--- src/pcs_cfg.svh ---
`ifndef PCS_CFG_SVH
`define PCS_CFG_SVH

// pma word, sync header and full block widths
`define PCS_DATA_W 64
`define PCS_HEAD_W 2
`define PCS_BLOCK_W 66

// descrambler shift state, 1 + x^39 + x^58
`define PCS_SCR_W 58

// blocks per sync header window
`define PCS_SYNC_WIN 64
// bad headers per window that drop lock
`define PCS_BAD_MAX 16
`define PCS_BAD_W 5

`endif

--- src/pcs_pkg.sv ---
`include "pcs_cfg.svh"

package pcs_pkg;

	// block lock states
	typedef enum logic [1:0] {
		ST_HUNT = 2'd0,
		// one block ignored after a slip
		ST_SLIP_WAIT = 2'd1,
		ST_LOCKED = 2'd2
	} sync_state_t;

	// valid sync header codes
	localparam logic [`PCS_HEAD_W-1:0] SH_DATA = 2'b01;
	localparam logic [`PCS_HEAD_W-1:0] SH_CTRL = 2'b10;

	// 00 and 11 never appear on a good link
	function automatic logic head_bad(input logic [`PCS_HEAD_W-1:0] head);
		logic bad;
		bad = (head != SH_DATA) && (head != SH_CTRL);
		return bad;
	endfunction

endpackage

--- src/gearbox_if.sv ---
`timescale 1ns/1ps
`include "pcs_cfg.svh"

// gearbox output block and the slip request back to it
interface gearbox_if;

	// one cycle per assembled block
	logic blk_v;
	logic [`PCS_HEAD_W-1:0] head;
	logic [`PCS_DATA_W-1:0] data;
	// drop one stream bit, only with blk_v
	logic slip;

	modport gbx (
		output blk_v,
		output head,
		output data,
		input slip
	);

	modport sync (
		input blk_v,
		input head,
		output slip
	);

endinterface

--- src/gearbox_rx.sv ---
`timescale 1ns/1ps
`include "pcs_cfg.svh"

module gearbox_rx (
	input logic clk,
	input logic nreset,
	// pma
	input logic lock_v_i,
	input logic [`PCS_DATA_W-1:0] data_i,
	// to block sync
	gearbox_if.gbx gb
);

// at most one bit short of a block is left over
localparam int RES_W = `PCS_BLOCK_W - 1;
localparam int STR_W = RES_W + `PCS_DATA_W;
localparam int CNT_W = $clog2(STR_W + 1);

localparam logic [CNT_W-1:0] DATA_N = CNT_W'(`PCS_DATA_W);
localparam logic [CNT_W-1:0] BLOCK_N = CNT_W'(`PCS_BLOCK_W);
localparam logic [CNT_W-1:0] RES_MAX = CNT_W'(RES_W);

// residue bits, oldest at bit 0, zero above cnt_q
logic [RES_W-1:0] res_q;
logic [CNT_W-1:0] cnt_q;
// slip from the last block, drop one bit this cycle
logic drop_q;

logic [STR_W-1:0] stream;
logic [STR_W-1:0] stream_dr;
logic [CNT_W-1:0] avail;
logic blk_v;
logic [STR_W-1:0] left;
logic [CNT_W-1:0] left_cnt;

// residue then new word, lsb first on the wire
assign stream = {{(STR_W-RES_W){1'b0}}, res_q}
	| ({{(STR_W-`PCS_DATA_W){1'b0}}, data_i} << cnt_q);

// pending slip removes the oldest unconsumed bit
assign stream_dr = drop_q ? (stream >> 1) : stream;
assign avail = cnt_q + DATA_N - {{(CNT_W-1){1'b0}}, drop_q};

// no block in the gap cycle, none while pma unlocked
assign blk_v = lock_v_i & (avail >= BLOCK_N);

// what is carried over into the next cycle
assign left = blk_v ? (stream_dr >> `PCS_BLOCK_W) : stream_dr;
assign left_cnt = blk_v ? (avail - BLOCK_N) : avail;

// header on bits 1:0, payload above
assign gb.blk_v = blk_v;
assign gb.head = stream_dr[`PCS_HEAD_W-1:0];
assign gb.data = stream_dr[`PCS_BLOCK_W-1:`PCS_HEAD_W];

always_ff @(posedge clk) begin
	if (!nreset) begin
		res_q <= '0;
		cnt_q <= '0;
		drop_q <= 1'b0;
	end else if (!lock_v_i) begin
		// restart alignment from the next locked word
		res_q <= '0;
		cnt_q <= '0;
		drop_q <= 1'b0;
	end else begin
		// upper bits of left are always zero here
		res_q <= left[RES_W-1:0];
		cnt_q <= left_cnt;
		drop_q <= gb.slip;
	end
end

// residue must fit the buffer
a_res_bound : assert property (
	@(posedge clk) disable iff (!nreset)
	cnt_q <= RES_MAX
);

endmodule

--- src/sh_counter.sv ---
`timescale 1ns/1ps
`include "pcs_cfg.svh"

module sh_counter (
	input logic clk,
	input logic nreset,
	input logic count_v_i,
	input logic bad_v_i,
	input logic clear_i,
	output logic win_done_o,
	output logic [`PCS_BAD_W-1:0] bad_cnt_o
);

localparam int WIN_W = $clog2(`PCS_SYNC_WIN);
localparam logic [WIN_W-1:0] WIN_LAST = WIN_W'(`PCS_SYNC_WIN - 1);
localparam logic [`PCS_BAD_W-1:0] BAD_MAX = `PCS_BAD_W'(`PCS_BAD_MAX);

logic [WIN_W-1:0] blk_cnt_q;
logic [`PCS_BAD_W-1:0] bad_cnt_q;
logic win_done_q;
logic win_last;
logic bad_sat;

assign win_last = blk_cnt_q == WIN_LAST;
// stop counting bad headers at the threshold
assign bad_sat = bad_cnt_q >= BAD_MAX;

always_ff @(posedge clk) begin
	if (!nreset) begin
		blk_cnt_q <= '0;
		bad_cnt_q <= '0;
		win_done_q <= 1'b0;
	end else if (clear_i) begin
		blk_cnt_q <= '0;
		bad_cnt_q <= '0;
		win_done_q <= 1'b0;
	end else if (count_v_i) begin
		if (win_last) begin
			// window full, restart both
			blk_cnt_q <= '0;
			bad_cnt_q <= '0;
			win_done_q <= 1'b1;
		end else begin
			blk_cnt_q <= blk_cnt_q + 1'b1;
			if (bad_v_i && !bad_sat) begin
				bad_cnt_q <= bad_cnt_q + 1'b1;
			end
			win_done_q <= 1'b0;
		end
	end else begin
		win_done_q <= 1'b0;
	end
end

assign win_done_o = win_done_q;
assign bad_cnt_o = bad_cnt_q;

a_bad_bound : assert property (
	@(posedge clk) disable iff (!nreset)
	bad_cnt_q <= BAD_MAX
);

endmodule

--- src/block_sync_fsm.sv ---
`timescale 1ns/1ps
`include "pcs_cfg.svh"

module block_sync_fsm import pcs_pkg::*; (
	input logic clk,
	input logic nreset,
	input logic lock_v_i,
	gearbox_if.sync gb,
	// from the header counter
	input logic win_done_i,
	input logic [`PCS_BAD_W-1:0] bad_cnt_i,
	// to the header counter
	output logic cnt_v_o,
	output logic bad_v_o,
	output logic clear_o,
	output logic block_lock_o
);

localparam logic [`PCS_BAD_W-1:0] BAD_LAST = `PCS_BAD_W'(`PCS_BAD_MAX - 1);

sync_state_t state_q;
sync_state_t state_next;
logic lock_q;
logic lock_next;
logic bad;
logic bad_last;
logic slip;
logic clear;

assign bad = head_bad(gb.head);
// count is one block behind, so add this block's bad header
assign bad_last = bad && (bad_cnt_i >= BAD_LAST);

always_comb begin
	state_next = state_q;
	lock_next = lock_q;
	slip = 1'b0;
	clear = 1'b0;
	case (state_q)
		ST_HUNT: begin
			// any bad header means wrong alignment
			if (gb.blk_v && bad) begin
				slip = 1'b1;
				state_next = ST_SLIP_WAIT;
			end else if (win_done_i) begin
				lock_next = 1'b1;
				state_next = ST_LOCKED;
			end
		end
		ST_SLIP_WAIT: begin
			// skip one block, restart the window
			if (gb.blk_v) begin
				clear = 1'b1;
				state_next = ST_HUNT;
			end
		end
		ST_LOCKED: begin
			if (gb.blk_v && bad_last) begin
				slip = 1'b1;
				lock_next = 1'b0;
				state_next = ST_SLIP_WAIT;
			end
		end
		default: begin
			state_next = ST_HUNT;
			lock_next = 1'b0;
		end
	endcase
	// pma lost, start over
	if (!lock_v_i) begin
		state_next = ST_HUNT;
		lock_next = 1'b0;
		slip = 1'b0;
		clear = 1'b1;
	end
end

always_ff @(posedge clk) begin
	if (!nreset) begin
		state_q <= ST_HUNT;
		lock_q <= 1'b0;
	end else begin
		state_q <= state_next;
		lock_q <= lock_next;
	end
end

// the block after a slip is not counted
assign cnt_v_o = gb.blk_v && lock_v_i && (state_q != ST_SLIP_WAIT);
assign bad_v_o = cnt_v_o && bad;
assign clear_o = clear;
assign gb.slip = slip;
assign block_lock_o = lock_q;

// gearbox only honours a slip on a block cycle
a_slip_blk : assert property (
	@(posedge clk) disable iff (!nreset)
	gb.slip |-> gb.blk_v
);

endmodule

--- src/descrambler.sv ---
`timescale 1ns/1ps
`include "pcs_cfg.svh"

module descrambler (
	input logic clk,
	input logic nreset,
	input logic blk_v_i,
	input logic block_lock_i,
	input logic [`PCS_HEAD_W-1:0] head_i,
	input logic [`PCS_DATA_W-1:0] data_i,
	output logic valid_o,
	output logic [`PCS_HEAD_W-1:0] head_o,
	output logic [`PCS_DATA_W-1:0] data_o
);

// taps for x^39 and x^58
localparam int TAP_A = 38;
localparam int TAP_B = `PCS_SCR_W - 1;

// last received scrambled bits, newest at bit 0
logic [`PCS_SCR_W-1:0] scr_q;
logic [`PCS_SCR_W-1:0] scr_next;
logic [`PCS_DATA_W-1:0] descr;
logic valid_q;
logic [`PCS_HEAD_W-1:0] head_q;
logic [`PCS_DATA_W-1:0] data_q;

// self-synchronizing, shift in the received bit, lsb first
always_comb begin
	scr_next = scr_q;
	for (int i = 0; i < `PCS_DATA_W; i++) begin
		descr[i] = data_i[i] ^ scr_next[TAP_A] ^ scr_next[TAP_B];
		scr_next = {scr_next[`PCS_SCR_W-2:0], data_i[i]};
	end
end

always_ff @(posedge clk) begin
	if (!nreset) begin
		scr_q <= '0;
		valid_q <= 1'b0;
		head_q <= '0;
		data_q <= '0;
	end else begin
		valid_q <= blk_v_i && block_lock_i;
		// state runs while hunting too, so it is full at lock
		if (blk_v_i) begin
			scr_q <= scr_next;
			head_q <= head_i;
			data_q <= descr;
		end
	end
end

assign valid_o = valid_q;
assign head_o = head_q;
assign data_o = data_q;

endmodule

--- src/pcs_rx.sv ---
`timescale 1ns/1ps
`include "pcs_cfg.svh"

module pcs_rx (
	input logic clk,
	input logic nreset,
	// pma
	input logic lock_v_i,
	input logic [`PCS_DATA_W-1:0] data_i,
	// descrambled blocks
	output logic block_lock_o,
	output logic valid_o,
	output logic [`PCS_HEAD_W-1:0] head_o,
	output logic [`PCS_DATA_W-1:0] data_o
);

logic cnt_v;
logic bad_v;
logic clear;
logic win_done;
logic [`PCS_BAD_W-1:0] bad_cnt;
logic block_lock;

gearbox_if gb_if ();

// 64 to 66 regroup
gearbox_rx u_gearbox (
	.clk(clk),
	.nreset(nreset),
	.lock_v_i(lock_v_i),
	.data_i(data_i),
	.gb(gb_if.gbx)
);

// header window and bad count
sh_counter u_sh_counter (
	.clk(clk),
	.nreset(nreset),
	.count_v_i(cnt_v),
	.bad_v_i(bad_v),
	.clear_i(clear),
	.win_done_o(win_done),
	.bad_cnt_o(bad_cnt)
);

block_sync_fsm u_block_sync (
	.clk(clk),
	.nreset(nreset),
	.lock_v_i(lock_v_i),
	.gb(gb_if.sync),
	.win_done_i(win_done),
	.bad_cnt_i(bad_cnt),
	.cnt_v_o(cnt_v),
	.bad_v_o(bad_v),
	.clear_o(clear),
	.block_lock_o(block_lock)
);

// payload out one cycle after the block
descrambler u_descrambler (
	.clk(clk),
	.nreset(nreset),
	.blk_v_i(gb_if.blk_v),
	.block_lock_i(block_lock),
	.head_i(gb_if.head),
	.data_i(gb_if.data),
	.valid_o(valid_o),
	.head_o(head_o),
	.data_o(data_o)
);

assign block_lock_o = block_lock;

endmodule

--- config.mk ---
export PLATFORM = sky130hd
export DESIGN_NAME = pcs_rx
export DESIGN_NICKNAME = d
export VERILOG_FILES = /design/src/pcs_pkg.sv /design/src/gearbox_if.sv /design/src/gearbox_rx.sv /design/src/sh_counter.sv /design/src/block_sync_fsm.sv /design/src/descrambler.sv /design/src/pcs_rx.sv
export VERILOG_INCLUDE_DIRS = /design/src
export SDC_FILE = /design/constraint.sdc
export NUM_CORES = 1
export LEC_CHECK = 0
export ABC_AREA = 1
export ABC_CLOCK_PERIOD_IN_PS = 11500
export BUFFER_PORTS_ARGS = -buffer_cell sky130_fd_sc_hd__buf_2
export CAP_MARGIN = 20
export CORE_MARGIN = 1.5
export CORE_UTILIZATION = 35
export CTS_CLUSTER_DIAMETER = 30
export DETAILED_ROUTE_END_ITERATION = 10
export GPL_TIMING_DRIVEN = 0
export PLACE_DENSITY_LB_ADDON = 0.2
export SLEW_MARGIN = 20
export SYNTH_ARGS = -nofsm -noshare
export SYNTH_HDL_FRONTEND = slang
export SYNTH_HIERARCHICAL = 1
export SYNTH_SLANG_ARGS = --single-unit
--- constraint.sdc ---
create_clock -name clk -period 11.5 [get_ports clk]
set_clock_uncertainty 0.2 [all_clocks]
set_input_delay 0.575 -clock clk [delete_from_list [all_inputs] [get_ports clk]]
set_output_delay 0.575 -clock clk [all_outputs]
set_load 0.02 [all_outputs]
==> impl_metrics.json, run 1 <==
{
  "p_seq_share_pct": 13.4,
  "p_leak_nw": 10.5,
  "swShare_pct": 60.9,
  "synthesis.nets": 3329,
  "groute.usage.overall_pct": 40.0,
  "comb_power_share_pct": 73.2,
  "p_sw_mw": 5.12,
  "grt_pass1_wl_um": 153000,
  "drcViolationCount": 0,
  "row_count": 83,
  "synth_ff_type": "dfxtp_1",
  "antenna_cells": 0,
  "post_cts_resized": 0,
  "die_y_um": 231,
  "grt_pass1_vias": 21550,
  "synth_most_common_cell": "nand3_1",
  "cap_violations": 0,
  "tightest_slew_ps": 1180,
  "path_class": "reg -> reg",
  "io_pins": 135,
  "startpoint": "u_gearbox/cnt_q[4]",
  "rrSetupSlack_ps": 6140,
  "synth_top_area_cell": "nand3_1",
  "endpoint": "u_descrambler/data_o[4]",
  "die_x_um": 231,
  "reg2reg_from": "u_gearbox/cnt_q[4]",
  "synth_commonest_cells": "953 x nand3_1, 887 x nand2_1, 308 x inv_1, 266 x nor2_1, 214 x dfxtp_1",
  "vias": 24152,
  "antenna_found_initial": 0,
  "crit_arrival_ps": 5570,
  "syn_area_per_cell_um2": 5.58,
  "finalMaxSlewViolations": 0,
  "p_int_mw": 3.29,
  "hold_violations": 0,
  "grt_max_degree": 19,
  "hpwl_um": 91700,
  "insertion_delay_ps": 530,
  "drtIter0Drc": 3793,
  "seq_area_frac_synth_pct": 23.6,
  "cts_setup_buffers": 0,
  "setup_viol": 0,
  "synthTopCellsByArea": "nand3_1 26%, dfxtp_1 24%, nand2_1 18%",
  "htreeDepth": 2,
  "grt.overflow.total": 0,
  "cts_tree": "yes",
  "rsz0062_at_grt": "false",
  "start_util_pct": 35.4,
  "min_period_ps": 5360,
  "peakVddDrop_uv": 355,
  "wl_per_cell_um": 26.4,
  "reg2reg_to": "u_descrambler/data_o[4]",
  "yosysTopAreaCellShare_pct": 26.3,
  "async_flop_share_pct": 0,
  "fin_setup_tns_ps": 0,
  "clock_sinks": 214,
  "hold_buffers": 0,
  "synth_warnings": 6,
  "final_area_um2": 20900,
  "slew_headroom_pct": 20.4,
  "synth_edf_count": 0,
  "cts_max_path_buffers": 3,
  "syn_inst": 3251,
  "critPathMaxFanout": 18,
  "ys_types": 47,
  "clk_pin_slew_ps": 50,
  "clock-root-buffer": "clkbuf_16",
  "power_density_nw_per_um2": 403,
  "fin_nets": 3502,
  "drtAntennaViolNets": 0,
  "outcome": "finished, final reports clean",
  "core_um2": 51300,
  "firstDrtPassIters": 7,
  "worstPathRequired_ps": 11720,
  "synth-seq-cells": 214,
  "endpoint_kind": "flip-flop",
  "rr_worst_depth": 20,
  "port_buffers": 134,
  "min_path_type": "in -> reg",
  "clock_power_share_pct": 13.3,
  "routabilityCongestion": 1.05,
  "max_freq_ghz": 0.187,
  "cts_buffers": 37,
  "drive_gt1_share_pct": 9.39,
  "netlist_area_um2": 18100,
  "dpl_cell_area_um2": 19700,
  "timing.final.crit_share_pct": 46.6,
  "die_area_um2": 53200,
  "routed_wl_um": 109000,
  "viasPerCell": 5.85,
  "syn_to_final_growth_pct": 15.3,
  "start_kind": "flip-flop"
}
## logic make-up after synthesis
group	after synthesis	synth area share (%)
compound gates	269	8.05
xor+xnor	18	0.952
fa+ha+maj	11	0.800
buf+inv	517	12.0
flops	214	23.6
simple gates	2222	54.6
## power groups by stage
stage / Combinational (mW) / Clock (mW) / Sequential [mW]
6_report: 6.16 / 1.12 / 1.13
3_3_place_gp: 5.89 / 0 / 1.13
5_1_grt: 6.52 / 1.17 / 1.15
2_1_floorplan: 3.55 / 0 / 1.18
4_1_cts: 5.88 / 1.13 / 1.12
3_5_place_dp: 5.85 / 0 / 1.14
## worst min path at each step
stage                              endpoint  slack, ps                 startpoint  cells after the start
detailed placement    u_descrambler/valid_o        260  u_block_sync/block_lock_o                      2
CTS                 u_block_sync/state_q[0]        190                   lock_v_i                      3
global route        u_block_sync/state_q[0]        200                   lock_v_i                      3
floorplan           u_descrambler/scr_q[51]        250    u_descrambler/scr_q[51]                      2
finish              u_block_sync/state_q[0]        200                   lock_v_i                      3
global placement      u_descrambler/valid_o        260  u_block_sync/block_lock_o                      2
## critical path, stage by stage (launching register included)
cell and delay [ps]:
dfxtp_1 360, clkbuf_1 190, inv_2 170, clkbuf_1 450
buf_1 760, ha_1 450, nand2_1 110, nand3_1 90
xnor2_1 180, nand3_1 150, nand2_2 80, nand2_4 120
nand2_8 90, inv_2 230, buf_4 390, buf_4 270
buf_6 180, buf_4 250, nand3_1 280, nand2_1 130
inv_1 50
## flip-flops by register name (all words and copies together) (netlist names)
register,flops
u_block_sync/block_lock_o,1
u_block_sync/state_q,2
u_descrambler/data_o,64
u_descrambler/head_o,2
u_descrambler/scr_q,58
u_descrambler/valid_o,1
u_gearbox/cnt_q,8
u_gearbox/drop_q,1
u_gearbox/res_q,65
u_sh_counter/bad_cnt_o,5
u_sh_counter/blk_cnt_q,6
u_sh_counter/win_done_o,1
## cell type report
| class | instances | area, um2 |
|---|---|---|
| plain buffers | 198 | 975 |
| clock buffers | 49 | 1070 |
| clock inverters | 16 | 178 |
| fillers | 5909 | 30400 |
| inverters | 319 | 1200 |
| multi-input cells | 2520 | 11700 |
| flip-flops and latches | 214 | 4280 |
| well taps | 680 | 851 |
| repair buffers | 134 | 671 |
## through the flow
step	power, mW	hold slack [ps]	std cells	util [%]	setup slack, ps
2_1_floorplan	4.74	252	3251	-	7810
3_3_place_gp	7.02	256	4065	38.3	6310
3_5_place_dp	6.99	259	4065	38.3	6380
4_1_cts	8.13	187	4130	40.8	6360
5_1_grt	8.84	201	4130	40.8	6010
6_report	8.42	198	4130	40.8	6140
## layout by cell type, fill, tap and decap left out, types with 4 or more instances in the layout
| master | synthesis | routed |
|---|---|---|
| nand3_1 | 953 | 953 |
| nand2_1 | 887 | 887 |
| inv_1 | 308 | 308 |
| nor2_1 | 266 | 266 |
| dfxtp_1 | 214 | 214 |
| buf_2 | 47 | 181 |
| a21oi_1 | 113 | 113 |
| o21ai_0 | 95 | 94 |
| clkbuf_1 | 77 | 81 |
| buf_1 | 41 | 41 |
| clkbuf_16 | 0 | 39 |
| nand4_1 | 36 | 36 |
| and2_1 | 30 | 30 |
| o21ai_1 | 24 | 25 |
| buf_4 | 20 | 20 |
| buf_6 | 13 | 13 |
| xor2_1 | 13 | 13 |
| nor2b_1 | 11 | 11 |
| a21oi_2 | 10 | 10 |
| ha_1 | 10 | 10 |
| o211ai_1 | 7 | 7 |
| inv_2 | 7 | 7 |
| o21a_1 | 7 | 7 |
| clkinv_2 | 0 | 6 |
| clkbuf_8 | 0 | 6 |
| nand2_2 | 6 | 6 |
| nor2_2 | 6 | 6 |
| nor3_1 | 6 | 6 |
| o21bai_1 | 6 | 6 |
| or2_2 | 5 | 5 |
| nand3_2 | 4 | 4 |
| clkinv_1 | 4 | 4 |
## metal layers
metal | track usage [%] | vias to the layer above | wire (um)
met5 | 0 | - | 0
met4 | 8.66 | 0 | 2450
met3 | 13.3 | 124 | 15900
met2 | 54.6 | 1516 | 42100
met1 | 59.5 | 11483 | 48500
li1 | - | 11029 | -
(Power assumes the default switching activity.)
==> inputs of run 2 (changes only) <==
Settings changed: ABC_CLOCK_PERIOD_IN_PS 11500 to 5500.
Clock period 11.5 ns to 5.5 ns, I/O delays scaled along.
==> run 2 against run 1 <==
  * Critical path depth unchanged
  * Via count up 0.16%
  * Cell count about the same
  * Non-clock buffer count up 3
  * Register-to-register slack worse by 6000 ps
  * Combinational power up 110%
  * Sequential cell count unchanged
  * Setup slack worse by 6000 ps
  * Die area unchanged
  * Largest cell class unchanged
  * Total power up 110%
  * First-iteration DRC count up 6.4%
  * Critical path type unchanged
  * Fmax down 0.83%
==> impl_metrics.json, run 2 (synthesis results as in run 1) <==
{
  "outcome": "finished, final reports clean",
  "fin_nets": 3505,
  "timing.final.crit_share_pct": 98.2,
  "port_buffers": 134,
  "fin_util_pct": 40.8,
  "p_seq_share_pct": 13.4,
  "min_path_type": "reg -> reg",
  "insertion_delay_ps": 530,
  "slew_headroom_pct": 22.1,
  "seqCellArea_um2": 4280,
  "layout_common_cells": "953 x nand3_1, 887 x nand2_1, 308 x inv_1",
  "core_um2": 51300,
  "firstDrtPassIters": 7,
  "row_count": 83,
  "start_util_pct": 35.4,
  "crit_chain": "clkbuf_1, inv_2, clkbuf_1, buf_1, ha_1, nand2_1, nand3_1, xnor2_1, nand3_1, nand2_2, nand2_4, nand2_8, inv_2, buf_4, buf_4, buf_6, buf_4, nand3_1, nand2_1, inv_1",
  "start_kind": "flip-flop",
  "die_area_um2": 53200,
  "antenna_found_initial": 0,
  "cts_tree": "yes",
  "antenna_cells": 0,
  "io_pins": 135,
  "worst_path_max_delay_cell": "buf_1",
  "grt_pass1_vias": 21571,
  "comb_power_share_pct": 73.3,
  "hold_violations": 0,
  "grt.overflow.total": 0,
  "htreeDepth": 2,
  "vias": 24191,
  "critPathMaxStageDelay_ps": 780,
  "drcViolationCount": 0,
  "hpwl_um": 91700,
  "multi_input_area_um2": 11700,
  "drtIter0Drc": 4035,
  "peakVddDrop_uv": 743,
  "endpoint_kind": "flip-flop",
  "path_class": "reg -> reg",
  "largest_register": "u_gearbox/res_q",
  "fin_cells": 4133,
  "finalMaxSlewViolations": 0,
  "cts_setup_buffers": 0,
  "drive_gt1_share_pct": 9.38,
  "min_period_ps": 5400,
  "crit_family": "buffers and inverters",
  "clock_sinks": 214,
  "tightest_slew_ps": 1160,
  "cts_buffers": 37,
  "final.fill_count": 5908,
  "die_x_um": 231,
  "setup_viol": 0,
  "cap_violations": 0,
  "p_sw_mw": 10.7,
  "grt_pass1_wl_um": 153000,
  "dp_cells": 4065,
  "routed_wl_um": 109000,
  "largest_reg_flops": 65,
  "worstPathRequired_ps": 5720,
  "post_cts_resized": 0,
  "cts_max_path_buffers": 3,
  "rsz0062_at_grt": "false",
  "p_leak_nw": 10.5,
  "wl_per_cell_um": 26.3,
  "die_y_um": 231,
  "routabilityCongestion": 1.05,
  "path_buf_inv": 10,
  "clk_pin_slew_ps": 50,
  "swShare_pct": 60.8,
  "p_int_mw": 6.89,
  "syn_to_final_growth_pct": 15.5,
  "drtAntennaViolNets": 0,
  "total_power_mw": 17.6,
  "place_ws_ps": 383,
  "crit_arrival_ps": 5620,
  "groute.usage.overall_pct": 40.0,
  "grt_max_degree": 19,
  "clock_power_share_pct": 13.3,
  "fin_setup_tns_ps": 0,
  "clock-root-buffer": "clkbuf_16",
  "viasPerCell": 5.85,
  "hold_buffers": 3,
  "fin_ws_ps": 98.9,
  "power_density_nw_per_um2": 840,
  "critPathMaxFanout": 18,
  "layout_commonest_cell": "nand3_1",
  "max_freq_ghz": 0.185
}
==> run 2: changes by cell type in the layout (fill, tap and decap cells not counted) <==
| cell | before | now |
|---|---|---|
| dlygate4sd3_1 | 0 | 3 |
==> run 2: path summary, 6_finish.rpt <==
| check | startpoint | endpoint | slack (ps) | depth (start not counted) |
|---|---|---|---|---|
| worst min-delay path | u_block_sync/block_lock_o | u_descrambler/valid_o | 260 | 2 |
| worst min register to register | u_block_sync/block_lock_o | u_descrambler/valid_o | 260 | 2 |
| worst max register to register | u_gearbox/cnt_q[4] | u_descrambler/data_o[26] | 100 | 20 |
| worst max-delay path | u_gearbox/cnt_q[4] | u_descrambler/data_o[26] | 100 | 20 |
==> run 2: worst min-delay path: stages (launching register included) <==
cell     delay, ps
dfxtp_1        320
nand2_1         70
nor2_1          30
==> run 2: final cells by class <==
| class | count | area share (%) |
|---|---|---|
| multi-input cells | 2520 | 55.8 |
| flip-flops and latches | 214 | 20.5 |
| inverters | 319 | 5.72 |
| clock buffers | 49 | 5.13 |
| plain buffers | 198 | 4.65 |
| well taps | 680 | 4.06 |
| repair buffers | 137 | 3.35 |
| clock inverters | 16 | 0.849 |
==> run 2: metal layers <==
layer  part of all wire (%)  track usage (%)  wire [um]  vias to the layer above
li1                       -                -          -                    11025
met1                     45             59.4      48700                    11493
met2                     39             54.7      42000                     1529
met3                     14             13.5      15500                      144
met4                    2.3             8.66       2490                        0
met5                      0                0          0                        -
==> run 2: power by group through the flow <==
stage / clock (mW) / combinational, mW / sequential [mW]
after floorplan: 0 / 7.43 / 2.47
after global placement: 0 / 12.3 / 2.37
after detailed placement: 0 / 12.2 / 2.38
after CTS: 2.36 / 12.3 / 2.35
after global routing: 2.44 / 13.6 / 2.40
final: 2.34 / 12.9 / 2.36
==> run 2: per-stage QoR <==
step | cell area, um2 | hold WS [ps]
after floorplan | 18100 | 201
after detailed placement | 19700 | 259
after global placement | 19700 | 256
final | 20900 | 263
after CTS | 20900 | 271
after global routing | 20900 | 289
